--- config.mk ---
export PLATFORM = sky130hd
export DESIGN_NAME = core
export DESIGN_NICKNAME = d
export VERILOG_FILES = /design/src/hdl/rv_core_pkg.sv /design/src/hdl/core.sv /design/src/hdl/memory_stage.sv /design/src/hdl/execute_stage.sv /design/src/hdl/decode_stage.sv /design/src/hdl/fetch_stage.sv
export VERILOG_INCLUDE_DIRS = /design/src /design/src/hdl
export SDC_FILE = /design/constraint.sdc
export NUM_CORES = 2
export LEC_CHECK = 0
export BUFFER_PORTS_ARGS = -buffer_cell sky130_fd_sc_hd__buf_2
export CORE_MARGIN = 1
export CORE_UTILIZATION = 40
export DETAILED_ROUTE_END_ITERATION = 8
export MAX_ROUTING_LAYER = met4
export PLACE_DENSITY = 0.66
export SYNTH_ARGS = -nofsm -noshare
export SYNTH_HDL_FRONTEND = slang
export SYNTH_SLANG_ARGS = --single-unit
--- constraint.sdc ---
create_clock -name clk_i -period 15.4 [get_ports clk_i]
set_input_delay 0.77 -clock clk_i [delete_from_list [all_inputs] [get_ports clk_i]]
set_output_delay 0.77 -clock clk_i [all_outputs]
set_load 0.02 [all_outputs]
--- src/hdl/rv_core_defines.svh ---
`ifndef RV_CORE_DEFINES_SVH
`define RV_CORE_DEFINES_SVH

`define RV_XLEN       32
`define RV_REG_COUNT  32
`define RV_RESET_PC   32'h0000_0000  // Byte address of first fetch

`endif
--- src/hdl/rv_core_pkg.sv ---
`include "rv_core_defines.svh"

package rv_core_pkg;

    typedef logic [`RV_XLEN-1:0]               word_t;
    typedef logic [`RV_XLEN-3:0]               waddr_t;    // Byte address bits 31:2
    typedef logic [$clog2(`RV_REG_COUNT)-1:0]  reg_idx_t;
    typedef logic [3:0]                        alu_op_t;
    typedef logic [1:0]                        wb_sel_t;
    typedef logic [1:0]                        fwd_sel_t;

    localparam alu_op_t ALU_ADD   = 4'd0;
    localparam alu_op_t ALU_SUB   = 4'd1;
    localparam alu_op_t ALU_AND   = 4'd2;
    localparam alu_op_t ALU_OR    = 4'd3;
    localparam alu_op_t ALU_XOR   = 4'd4;
    localparam alu_op_t ALU_SLT   = 4'd5;
    localparam alu_op_t ALU_PASS2 = 4'd6;  // LUI passes the immediate through

    localparam wb_sel_t WB_ALU  = 2'd0;
    localparam wb_sel_t WB_LOAD = 2'd1;
    localparam wb_sel_t WB_PC4  = 2'd2;

    localparam fwd_sel_t FWD_REG = 2'd0;
    localparam fwd_sel_t FWD_MEM = 2'd1;
    localparam fwd_sel_t FWD_WB  = 2'd2;

endpackage

--- src/hdl/core.sv ---
`timescale 1ns/1ns

module core (
    input  logic                 clk_i,
    input  logic                 rst_n_i,
    input  logic                 instr_cache_blocking_n_i,
    input  logic                 data_cache_blocking_n_i,
    input  rv_core_pkg::word_t   instr_cache_data_i,
    input  rv_core_pkg::word_t   data_cache_data_i,
    output rv_core_pkg::waddr_t  instr_cache_address_o,
    output rv_core_pkg::waddr_t  data_cache_address_o,
    output logic [3:0]           data_cache_write_en_o,
    output rv_core_pkg::word_t   data_cache_data_o,
    output logic                 data_cache_enabled_o
);
    import rv_core_pkg::*;

    logic     freeze;
    logic     load_stall;
    logic     redirect;
    word_t    redirect_pc;

    word_t    if_instr;
    word_t    if_pc;
    logic     if_valid;

    word_t    id_rs1_val;
    word_t    id_rs2_val;
    word_t    id_imm;
    word_t    id_pc;
    reg_idx_t id_rs1;
    reg_idx_t id_rs2;
    reg_idx_t id_rd;
    alu_op_t  id_alu_op;
    logic     id_op1_pc;
    logic     id_op2_imm;
    logic     id_reg_wb_en;
    logic     id_is_load;
    logic     id_is_store;
    logic     id_is_branch;
    logic     id_branch_ne;
    logic     id_is_jump;
    wb_sel_t  id_wb_sel;

    word_t    ex_result;
    word_t    ex_store_data;
    word_t    ex_pc4;
    reg_idx_t ex_rd;
    logic     ex_reg_wb_en;
    logic     ex_is_load;
    logic     ex_is_store;
    wb_sel_t  ex_wb_sel;

    word_t    mem_data;
    logic     wb_en;
    reg_idx_t wb_rd;
    word_t    wb_data;

    assign freeze = !instr_cache_blocking_n_i || !data_cache_blocking_n_i;  // Whole pipe holds

    fetch_stage fetch0 (
        .clk_i, .rst_n_i,
        .freeze_i(freeze), .stall_i(load_stall),
        .redirect_i(redirect), .redirect_pc_i(redirect_pc),
        .instr_cache_data_i, .instr_cache_address_o,
        .instr_o(if_instr), .pc_o(if_pc), .valid_o(if_valid)
    );

    decode_stage decode0 (
        .clk_i, .rst_n_i,
        .freeze_i(freeze), .flush_i(redirect),
        .instr_i(if_instr), .pc_i(if_pc), .valid_i(if_valid),
        .wb_en_i(wb_en), .wb_rd_i(wb_rd), .wb_data_i(wb_data),
        .load_stall_o(load_stall),
        .rs1_val_o(id_rs1_val), .rs2_val_o(id_rs2_val), .imm_o(id_imm), .pc_o(id_pc),
        .rs1_o(id_rs1), .rs2_o(id_rs2), .rd_o(id_rd), .alu_op_o(id_alu_op),
        .op1_pc_o(id_op1_pc), .op2_imm_o(id_op2_imm), .reg_wb_en_o(id_reg_wb_en),
        .is_load_o(id_is_load), .is_store_o(id_is_store), .is_branch_o(id_is_branch),
        .branch_ne_o(id_branch_ne), .is_jump_o(id_is_jump), .wb_sel_o(id_wb_sel)
    );

    execute_stage execute0 (
        .clk_i, .rst_n_i, .freeze_i(freeze),
        .rs1_val_i(id_rs1_val), .rs2_val_i(id_rs2_val), .imm_i(id_imm), .pc_i(id_pc),
        .rs1_i(id_rs1), .rs2_i(id_rs2), .rd_i(id_rd), .alu_op_i(id_alu_op),
        .op1_pc_i(id_op1_pc), .op2_imm_i(id_op2_imm), .reg_wb_en_i(id_reg_wb_en),
        .is_load_i(id_is_load), .is_store_i(id_is_store), .is_branch_i(id_is_branch),
        .branch_ne_i(id_branch_ne), .is_jump_i(id_is_jump), .wb_sel_i(id_wb_sel),
        .mem_rd_i(ex_rd), .mem_wb_en_i(ex_reg_wb_en), .mem_data_i(mem_data),
        .wb_rd_i(wb_rd), .wb_en_i(wb_en), .wb_data_i(wb_data),
        .redirect_o(redirect), .redirect_pc_o(redirect_pc),
        .result_o(ex_result), .store_data_o(ex_store_data), .pc4_o(ex_pc4),
        .rd_o(ex_rd), .reg_wb_en_o(ex_reg_wb_en), .is_load_o(ex_is_load),
        .is_store_o(ex_is_store), .wb_sel_o(ex_wb_sel)
    );

    memory_stage memory0 (
        .clk_i, .rst_n_i, .freeze_i(freeze),
        .result_i(ex_result), .store_data_i(ex_store_data), .pc4_i(ex_pc4),
        .rd_i(ex_rd), .reg_wb_en_i(ex_reg_wb_en), .is_load_i(ex_is_load),
        .is_store_i(ex_is_store), .wb_sel_i(ex_wb_sel),
        .data_cache_data_i, .data_cache_address_o, .data_cache_write_en_o,
        .data_cache_data_o, .data_cache_enabled_o,
        .mem_data_o(mem_data),
        .wb_en_o(wb_en), .wb_rd_o(wb_rd), .wb_data_o(wb_data)
    );

endmodule

--- src/hdl/memory_stage.sv ---
`timescale 1ns/1ns

module memory_stage (
    input  logic                   clk_i,
    input  logic                   rst_n_i,
    input  logic                   freeze_i,
    input  rv_core_pkg::word_t     result_i,
    input  rv_core_pkg::word_t     store_data_i,
    input  rv_core_pkg::word_t     pc4_i,
    input  rv_core_pkg::reg_idx_t  rd_i,
    input  logic                   reg_wb_en_i,
    input  logic                   is_load_i,
    input  logic                   is_store_i,
    input  rv_core_pkg::wb_sel_t   wb_sel_i,
    input  rv_core_pkg::word_t     data_cache_data_i,
    output rv_core_pkg::waddr_t    data_cache_address_o,
    output logic [3:0]             data_cache_write_en_o,
    output rv_core_pkg::word_t     data_cache_data_o,
    output logic                   data_cache_enabled_o,
    output rv_core_pkg::word_t     mem_data_o,
    output logic                   wb_en_o,
    output rv_core_pkg::reg_idx_t  wb_rd_o,
    output rv_core_pkg::word_t     wb_data_o
);
    import rv_core_pkg::*;

    logic wb_en_q;

    // Access is only requested in the cycle the instruction leaves, so a store lands once
    assign data_cache_enabled_o  = (is_load_i || is_store_i) && !freeze_i;
    assign data_cache_write_en_o = {4{is_store_i && !freeze_i}};
    assign data_cache_address_o  = result_i[31:2];
    assign data_cache_data_o     = store_data_i;

    // Final value of the instruction in this stage, also the EX/MEM forward
    always_comb begin
        case (wb_sel_i)
            WB_LOAD: mem_data_o = data_cache_data_i;
            WB_PC4:  mem_data_o = pc4_i;
            default: mem_data_o = result_i;
        endcase
    end

    always_ff @(posedge clk_i) begin
        if (!rst_n_i) begin
            wb_en_q <= 1'b0;
        end else if (!freeze_i) begin
            wb_en_q <= reg_wb_en_i;
        end
    end

    always_ff @(posedge clk_i) begin
        if (!freeze_i) begin
            wb_rd_o   <= rd_i;
            wb_data_o <= mem_data_o;
        end
    end

    assign wb_en_o = wb_en_q && !freeze_i;  // No register write while frozen

    store_enable_a: assert property (@(posedge clk_i) disable iff (!rst_n_i)
        data_cache_write_en_o != 4'b0 |-> data_cache_enabled_o && !is_load_i)
        else $error("data cache write without a store request");

endmodule

--- src/hdl/execute_stage.sv ---
`timescale 1ns/1ns
`include "rv_core_defines.svh"

module execute_stage (
    input  logic                   clk_i,
    input  logic                   rst_n_i,
    input  logic                   freeze_i,
    input  rv_core_pkg::word_t     rs1_val_i,
    input  rv_core_pkg::word_t     rs2_val_i,
    input  rv_core_pkg::word_t     imm_i,
    input  rv_core_pkg::word_t     pc_i,
    input  rv_core_pkg::reg_idx_t  rs1_i,
    input  rv_core_pkg::reg_idx_t  rs2_i,
    input  rv_core_pkg::reg_idx_t  rd_i,
    input  rv_core_pkg::alu_op_t   alu_op_i,
    input  logic                   op1_pc_i,
    input  logic                   op2_imm_i,
    input  logic                   reg_wb_en_i,
    input  logic                   is_load_i,
    input  logic                   is_store_i,
    input  logic                   is_branch_i,
    input  logic                   branch_ne_i,
    input  logic                   is_jump_i,
    input  rv_core_pkg::wb_sel_t   wb_sel_i,
    input  rv_core_pkg::reg_idx_t  mem_rd_i,
    input  logic                   mem_wb_en_i,
    input  rv_core_pkg::word_t     mem_data_i,
    input  rv_core_pkg::reg_idx_t  wb_rd_i,
    input  logic                   wb_en_i,
    input  rv_core_pkg::word_t     wb_data_i,
    output logic                   redirect_o,
    output rv_core_pkg::word_t     redirect_pc_o,
    output rv_core_pkg::word_t     result_o,
    output rv_core_pkg::word_t     store_data_o,
    output rv_core_pkg::word_t     pc4_o,
    output rv_core_pkg::reg_idx_t  rd_o,
    output logic                   reg_wb_en_o,
    output logic                   is_load_o,
    output logic                   is_store_o,
    output rv_core_pkg::wb_sel_t   wb_sel_o
);
    import rv_core_pkg::*;

    fwd_sel_t fwd_a_sel;
    fwd_sel_t fwd_b_sel;
    word_t    op_a;
    word_t    op_b;
    word_t    alu_a;
    word_t    alu_b;
    word_t    alu_res;

    // Youngest producer wins
    function automatic fwd_sel_t pick_source(reg_idx_t rs);
        if (rs == '0) return FWD_REG;
        if (mem_wb_en_i && mem_rd_i == rs) return FWD_MEM;
        if (wb_en_i && wb_rd_i == rs) return FWD_WB;
        return FWD_REG;
    endfunction

    function automatic word_t fwd_value(fwd_sel_t sel, word_t reg_val);
        case (sel)
            FWD_MEM: return mem_data_i;
            FWD_WB:  return wb_data_i;
            default: return reg_val;
        endcase
    endfunction

    assign fwd_a_sel = pick_source(rs1_i);
    assign fwd_b_sel = pick_source(rs2_i);
    assign op_a      = fwd_value(fwd_a_sel, rs1_val_i);
    assign op_b      = fwd_value(fwd_b_sel, rs2_val_i);
    assign alu_a     = op1_pc_i ? pc_i : op_a;
    assign alu_b     = op2_imm_i ? imm_i : op_b;

    always_comb begin
        case (alu_op_i)
            ALU_SUB:   alu_res = alu_a - alu_b;
            ALU_AND:   alu_res = alu_a & alu_b;
            ALU_OR:    alu_res = alu_a | alu_b;
            ALU_XOR:   alu_res = alu_a ^ alu_b;
            ALU_SLT:   alu_res = {{(`RV_XLEN-1){1'b0}}, $signed(alu_a) < $signed(alu_b)};
            ALU_PASS2: alu_res = alu_b;
            default:   alu_res = alu_a + alu_b;
        endcase
    end

    // Branches and JAL put PC plus offset through the adder
    assign redirect_o    = is_jump_i || (is_branch_i && ((op_a == op_b) ^ branch_ne_i));
    assign redirect_pc_o = alu_res;

    always_ff @(posedge clk_i) begin
        if (!rst_n_i) begin
            reg_wb_en_o <= 1'b0;
            is_load_o   <= 1'b0;
            is_store_o  <= 1'b0;
        end else if (!freeze_i) begin
            reg_wb_en_o <= reg_wb_en_i;
            is_load_o   <= is_load_i;
            is_store_o  <= is_store_i;
        end
    end

    always_ff @(posedge clk_i) begin
        if (!freeze_i) begin
            result_o     <= alu_res;
            store_data_o <= op_b;  // Forwarded rs2
            pc4_o        <= pc_i + 32'd4;
            rd_o         <= rd_i;
            wb_sel_o     <= wb_sel_i;
        end
    end

    // A MEM/WB forward is never taken while EX/MEM also holds the operand
    fwd_sel_legal_a: assert property (@(posedge clk_i) disable iff (!rst_n_i)
        !(fwd_a_sel == FWD_WB && mem_wb_en_i && mem_rd_i == rs1_i) &&
        !(fwd_b_sel == FWD_WB && mem_wb_en_i && mem_rd_i == rs2_i))
        else $error("both forwarding sources selected for one operand");

endmodule

--- src/hdl/decode_stage.sv ---
`timescale 1ns/1ns
`include "rv_core_defines.svh"

module decode_stage (
    input  logic                   clk_i,
    input  logic                   rst_n_i,
    input  logic                   freeze_i,
    input  logic                   flush_i,
    input  rv_core_pkg::word_t     instr_i,
    input  rv_core_pkg::word_t     pc_i,
    input  logic                   valid_i,
    input  logic                   wb_en_i,
    input  rv_core_pkg::reg_idx_t  wb_rd_i,
    input  rv_core_pkg::word_t     wb_data_i,
    output logic                   load_stall_o,
    output rv_core_pkg::word_t     rs1_val_o,
    output rv_core_pkg::word_t     rs2_val_o,
    output rv_core_pkg::word_t     imm_o,
    output rv_core_pkg::word_t     pc_o,
    output rv_core_pkg::reg_idx_t  rs1_o,
    output rv_core_pkg::reg_idx_t  rs2_o,
    output rv_core_pkg::reg_idx_t  rd_o,
    output rv_core_pkg::alu_op_t   alu_op_o,
    output logic                   op1_pc_o,
    output logic                   op2_imm_o,
    output logic                   reg_wb_en_o,
    output logic                   is_load_o,
    output logic                   is_store_o,
    output logic                   is_branch_o,
    output logic                   branch_ne_o,
    output logic                   is_jump_o,
    output rv_core_pkg::wb_sel_t   wb_sel_o
);
    import rv_core_pkg::*;

    localparam logic [6:0] OPC_OP     = 7'b0110011;
    localparam logic [6:0] OPC_IMM    = 7'b0010011;
    localparam logic [6:0] OPC_LUI    = 7'b0110111;
    localparam logic [6:0] OPC_LOAD   = 7'b0000011;
    localparam logic [6:0] OPC_STORE  = 7'b0100011;
    localparam logic [6:0] OPC_BRANCH = 7'b1100011;
    localparam logic [6:0] OPC_JAL    = 7'b1101111;

    word_t      regs [`RV_REG_COUNT];
    reg_idx_t   rs1;
    reg_idx_t   rs2;
    reg_idx_t   rd;
    logic [2:0] funct3;
    word_t      imm;
    alu_op_t    alu_op;
    wb_sel_t    wb_sel;
    logic       writes;
    logic       use_rs1;
    logic       use_rs2;
    logic       op1_pc;
    logic       op2_imm;
    logic       is_load;
    logic       is_store;
    logic       is_branch;
    logic       is_jump;
    logic       issue;

    assign rs1    = instr_i[19:15];
    assign rs2    = instr_i[24:20];
    assign rd     = instr_i[11:7];
    assign funct3 = instr_i[14:12];

    // Flag order: writes, use_rs1, use_rs2, op1_pc, op2_imm, load, store, branch, jump
    always_comb begin
        imm    = {{20{instr_i[31]}}, instr_i[31:20]};  // I-type unless overridden
        alu_op = ALU_ADD;
        wb_sel = WB_ALU;
        {writes, use_rs1, use_rs2, op1_pc, op2_imm,
         is_load, is_store, is_branch, is_jump} = '0;
        case (instr_i[6:0])
            OPC_OP: begin
                {writes, use_rs1, use_rs2} = 3'b111;
                case (funct3)
                    3'b000:  alu_op = instr_i[30] ? ALU_SUB : ALU_ADD;
                    3'b010:  alu_op = ALU_SLT;
                    3'b100:  alu_op = ALU_XOR;
                    3'b110:  alu_op = ALU_OR;
                    3'b111:  alu_op = ALU_AND;
                    default: writes = 1'b0;  // Outside the subset
                endcase
            end
            OPC_IMM: begin
                {writes, use_rs1, op2_imm} = 3'b111;
                case (funct3)
                    3'b000:  alu_op = ALU_ADD;
                    3'b100:  alu_op = ALU_XOR;
                    3'b110:  alu_op = ALU_OR;
                    3'b111:  alu_op = ALU_AND;
                    default: writes = 1'b0;
                endcase
            end
            OPC_LUI: begin
                imm    = {instr_i[31:12], 12'b0};
                alu_op = ALU_PASS2;
                {writes, op2_imm} = 2'b11;
            end
            OPC_LOAD: begin
                wb_sel = WB_LOAD;
                {writes, use_rs1, op2_imm, is_load} = 4'b1111;
            end
            OPC_STORE: begin
                imm = {{20{instr_i[31]}}, instr_i[31:25], instr_i[11:7]};
                {use_rs1, use_rs2, op2_imm, is_store} = 4'b1111;
            end
            OPC_BRANCH: begin  // ALU forms the target from PC and offset
                imm = {{19{instr_i[31]}}, instr_i[31], instr_i[7],
                       instr_i[30:25], instr_i[11:8], 1'b0};
                {use_rs1, use_rs2, op1_pc, op2_imm, is_branch} = 5'b11111;
            end
            OPC_JAL: begin
                imm    = {{11{instr_i[31]}}, instr_i[31], instr_i[19:12],
                          instr_i[20], instr_i[30:21], 1'b0};
                wb_sel = WB_PC4;
                {writes, op1_pc, op2_imm, is_jump} = 4'b1111;
            end
            default: ;
        endcase
    end

    // Load in ID/EX feeding this instruction
    assign load_stall_o = valid_i && is_load_o && reg_wb_en_o &&
                          ((use_rs1 && rd_o == rs1) || (use_rs2 && rd_o == rs2));
    assign issue = valid_i && !flush_i && !load_stall_o;

    function automatic word_t read_reg(reg_idx_t idx);
        if (idx == '0) return '0;
        if (wb_en_i && wb_rd_i == idx) return wb_data_i;  // Write-first bypass
        return regs[idx];
    endfunction

    always_ff @(posedge clk_i) begin
        if (wb_en_i) regs[wb_rd_i] <= wb_data_i;
    end

    always_ff @(posedge clk_i) begin
        if (!rst_n_i) begin
            reg_wb_en_o <= 1'b0;
            is_load_o   <= 1'b0;
            is_store_o  <= 1'b0;
            is_branch_o <= 1'b0;
            is_jump_o   <= 1'b0;
        end else if (!freeze_i) begin
            reg_wb_en_o <= issue && writes && (rd != '0);
            is_load_o   <= issue && is_load;
            is_store_o  <= issue && is_store;
            is_branch_o <= issue && is_branch;
            is_jump_o   <= issue && is_jump;
        end
    end

    always_ff @(posedge clk_i) begin
        if (!freeze_i) begin
            rs1_val_o   <= read_reg(rs1);
            rs2_val_o   <= read_reg(rs2);
            imm_o       <= imm;
            pc_o        <= pc_i;
            rs1_o       <= rs1;
            rs2_o       <= rs2;
            rd_o        <= rd;
            alu_op_o    <= alu_op;
            op1_pc_o    <= op1_pc;
            op2_imm_o   <= op2_imm;
            branch_ne_o <= funct3[0];
            wb_sel_o    <= wb_sel;
        end
    end

    // The write enable from MEM/WB must already exclude x0
    no_x0_write_a: assert property (@(posedge clk_i) disable iff (!rst_n_i)
        wb_en_i |-> wb_rd_i != '0)
        else $error("write to register 0 reached the register file");

endmodule

--- src/hdl/fetch_stage.sv ---
`timescale 1ns/1ns
`include "rv_core_defines.svh"

module fetch_stage (
    input  logic                 clk_i,
    input  logic                 rst_n_i,
    input  logic                 freeze_i,
    input  logic                 stall_i,
    input  logic                 redirect_i,
    input  rv_core_pkg::word_t   redirect_pc_i,
    input  rv_core_pkg::word_t   instr_cache_data_i,
    output rv_core_pkg::waddr_t  instr_cache_address_o,
    output rv_core_pkg::word_t   instr_o,
    output rv_core_pkg::word_t   pc_o,
    output logic                 valid_o
);
    import rv_core_pkg::*;

    word_t pc_q;

    assign instr_cache_address_o = pc_q[31:2];

    always_ff @(posedge clk_i) begin
        if (!rst_n_i) begin
            pc_q    <= `RV_RESET_PC;
            valid_o <= 1'b0;
        end else if (!freeze_i) begin
            if (redirect_i) begin
                pc_q    <= redirect_pc_i;
                valid_o <= 1'b0;  // Drop the wrong-path fetch
            end else if (!stall_i) begin
                pc_q    <= pc_q + 32'd4;
                valid_o <= 1'b1;
            end
        end
    end

    always_ff @(posedge clk_i) begin
        if (!freeze_i && !stall_i) begin
            instr_o <= instr_cache_data_i;
            pc_o    <= pc_q;
        end
    end

    redirect_aligned_a: assert property (@(posedge clk_i) disable iff (!rst_n_i)
        redirect_i |-> redirect_pc_i[1:0] == 2'b00)
        else $error("misaligned redirect target %h", redirect_pc_i);

endmodule

==> impl_results.md <==
- Critical-path maximum fanout: 64
- Arr. time, crit path: 8.19 ns
- Die area: 0.181 mm²
- CTS tree: built
- Final Skew: 0.0338 ns
- WL final: 226,000 µm
- Drc violations: 0
- Syn-to-layout area delta: 11.3%
- Die W: 426 µm
- Setup slack after layout: 7.94 ns
- Htree depth: 4
- CORE AREA: 0.178 mm²
- Minimum clock period: 7.46 ns
- # setup viols final: 0
- Overall Power: 9130 µW
- EDFF count, synth: 1,379
- Non-Filler Instances: 6,978
- RD Place Congestion: 0.982
- WS Path Type: reg -> reg
- Average size of a mapped cell: 16.0 µm²
- Total Routing Usage GR: 25.5%
- Slew @ Worst Pin: 1.36 ns
- Worst hold slack: 0.150 ns
- Total gr overflow: 0
- Pre-CTS setup slack: 7.46 ns
- DRT iter0 DRCs: 5,424
- Dpl cells: 6,705
- Initial Util: 40.3%
- Layout cells sized above 1: 26.9%
- Power per cell area: 114 mW/mm²
- Area leader, netlist: edfxtp_1
- Final hold vios: 0
- Leakage power: 0.0261 µW
- CTS Buffer Depth: 3
- Mux contribution to synthesized area: 22.0%
- Post-synthesis sequential area ratio: 59.2%
- Root buffer cell: clkbuf_16
- Synth warn: 0
- Largest family of logic cells by synthesized area: multiplexers
- Synthesized area: 0.0718 mm²
- VDD IR-drop max: 0.0948 mV
- Simple-gate area share of the yosys netlist: 4.79%
- Clk slew on worst S/H paths: 0.06 ns
- Count leader, synth: edfxtp_1
- Setup TNS Final: 0 ns
- Synth Register Bits: 1,431
- CP startpoint kind: register
- RSZ-0062 raised after global routing: false
- Cts bufs inserted: 149
- Dpl hpwl: 143,000 µm
- Period utilisation layout: 48.4%
- Initial antenna violation count: 3
- Vert. Die Dim: 426 µm
- Top cells by area, synth: edfxtp_1 58%, mux4_2 20%, ha_1 1.8%
- Post-synth cell types: 83
- CTS Sinks: 1,431
- CTS resizes: 0
- Synth Area in Compound Gates: 7.59%
- Ys flop type: edfxtp_1
- Worst Hold Class: in -> reg
- Port Buffers: 164
- Mapped Cells: 4,472
- Slew margin rel.: 9.58%
- Async SR Flop Fraction: 0%
- I/O pins: 165
- Largest net degree at the start of global routing: 119
- Total number of vias: 44.6k
- Max-cap violations: 0
- Crit. End Element: register
- Num rows: 155
- Worst-skew pair later-pin latency: 0.82 ns
- Synth Area in Adders: 1.83%
- Achievable Freq: 0.134 GHz
- Yosys top cell area share: 57.7%
- CP required: 16.13 ns
- Wire per inst: 32.4 µm
- Outcome: completed
- Via/cell ratio: 6.40
- Final #Nets: 4,673
- Commonest cells post-synth: 1,379 x edfxtp_1, 640 x mux4_2, 246 x clkbuf_1
- Fin. max-slew vios: 0
- Xor/xnor cell area share of the yosys netlist: 1.37%
- Post-CTS setup buffers: 0
- First-pass GRT wire length: 320,000 µm
- Antenna-violating nets left: 0
- Vias in the first global route: 43.9k
- First-pass detailed-route iteration total: 6
- Mapped Nets: 4,644
- Cts hold-fix bufs: 0
==> per-stage QoR <==
stage | utilization [%] | instance area (µm²)
floorplan | - | 71800
global placement | 42.1 | 75000
detailed placement | 42.1 | 75000
CTS | 44.8 | 79900
global route | 44.8 | 79900
finish | 44.8 | 79900
==> power breakdown <==
group	internal, µW	leakage [µW]	switching, µW	total [µW]
Clock	2070	0.00237	1570	3640
Sequential	4340	0.0130	116	4460
Combinational	431	0.0107	598	1030
==> cell type report <==
type | instances | area, µm²
antenna | 3 | 7.51
clock buffer | 174 | 3910
clock inverter | 96 | 1000
fill | 15300 | 98300
inverter | 157 | 598
multi-input combinational | 2489 | 27200
sequential | 1431 | 42500
tap | 2355 | 2950
timing repair buffer | 273 | 1700
==> cells by family (layout without fill, tap and decap cells) <==
logic type | Yosys count | after routing
AO/OA/AOI/OAI | 763 | 763
XOR/XNOR | 112 | 112
adder cells (fa/ha/maj) | 105 | 105
buffers and inverters | 552 | 700
flip-flops | 1431 | 1431
multiplexers | 771 | 771
other | 0 | 3
AND/OR/NAND/NOR | 738 | 738
==> path summary, 6_finish.rpt <==
| check | from | endpoint | slack, ns | cells past startpoint |
|---|---|---|---|---|
| worst min-delay path | instr_cache_data_i[2] | fetch0.instr_o[2] | 0.15 | 1 |
| worst max register to register | memory0.wb_rd_o[4] | fetch0.pc_q[0] | 7.94 | 21 |
| worst max-delay path | memory0.wb_rd_o[4] | fetch0.pc_q[0] | 7.94 | 21 |
| worst min register to register | fetch0.pc_o[21] | decode0.pc_o[21] | 0.42 | 0 |
==> layout by cell type, fill, tap and decap left out, types with 102 or more instances in the layout <==
cell type / n
edfxtp_1: 1379
mux4_2: 640
nand2_1: 221
nor2_1: 209
buf_2: 164
inv_1: 152
clkbuf_16: 152
a21oi_1: 131
o21ai_0: 123
buf_4: 104
ha_1: 102
==> critical path, stage by stage (launching register included) <==
cell      delay (ns)
edfxtp_1        0.81
nand2_1         0.11
a211oi_1        0.25
a31oi_1         0.10
or4_1           0.49
ha_2            0.34
buf_4           0.49
o21ai_0         0.32
mux2i_1         0.36
inv_1           0.09
ha_1            0.56
inv_1           0.16
a21oi_1         0.28
o311ai_0        0.20
a221oi_1        0.52
a31oi_1         0.37
a311oi_1        0.84
o21bai_1        0.14
a2111o_1        0.44
a31oi_1         0.21
nand3_1         0.10
a21oi_1         0.17
==> flip-flops by register name, summed over array words and instances, names as in the netlist, 32 cells and up, named ones only <==
name / flops
fetch0.pc_o: 32
decode0.pc_o: 32
fetch0.pc_q: 32
execute0.store_data_o: 32
fetch0.instr_o: 32
memory0.wb_data_o: 32
execute0.pc4_o: 32
decode0.imm_o: 32
decode0.rs1_val_o: 32
decode0.regs: 1024
decode0.rs2_val_o: 32
execute0.result_o: 32
==> metal layers <==
metal | vias up | global-route usage [%] | part of all wire, %
met5 | - | - | 0
met4 | 0 | 10.6 | 4.8
met3 | 477 | 4.34 | 8.8
met2 | 2558 | 40.3 | 48
met1 | 23300 | 32.5 | 38
li1 | 18300 | - | -
(Power assumes the default switching activity.)
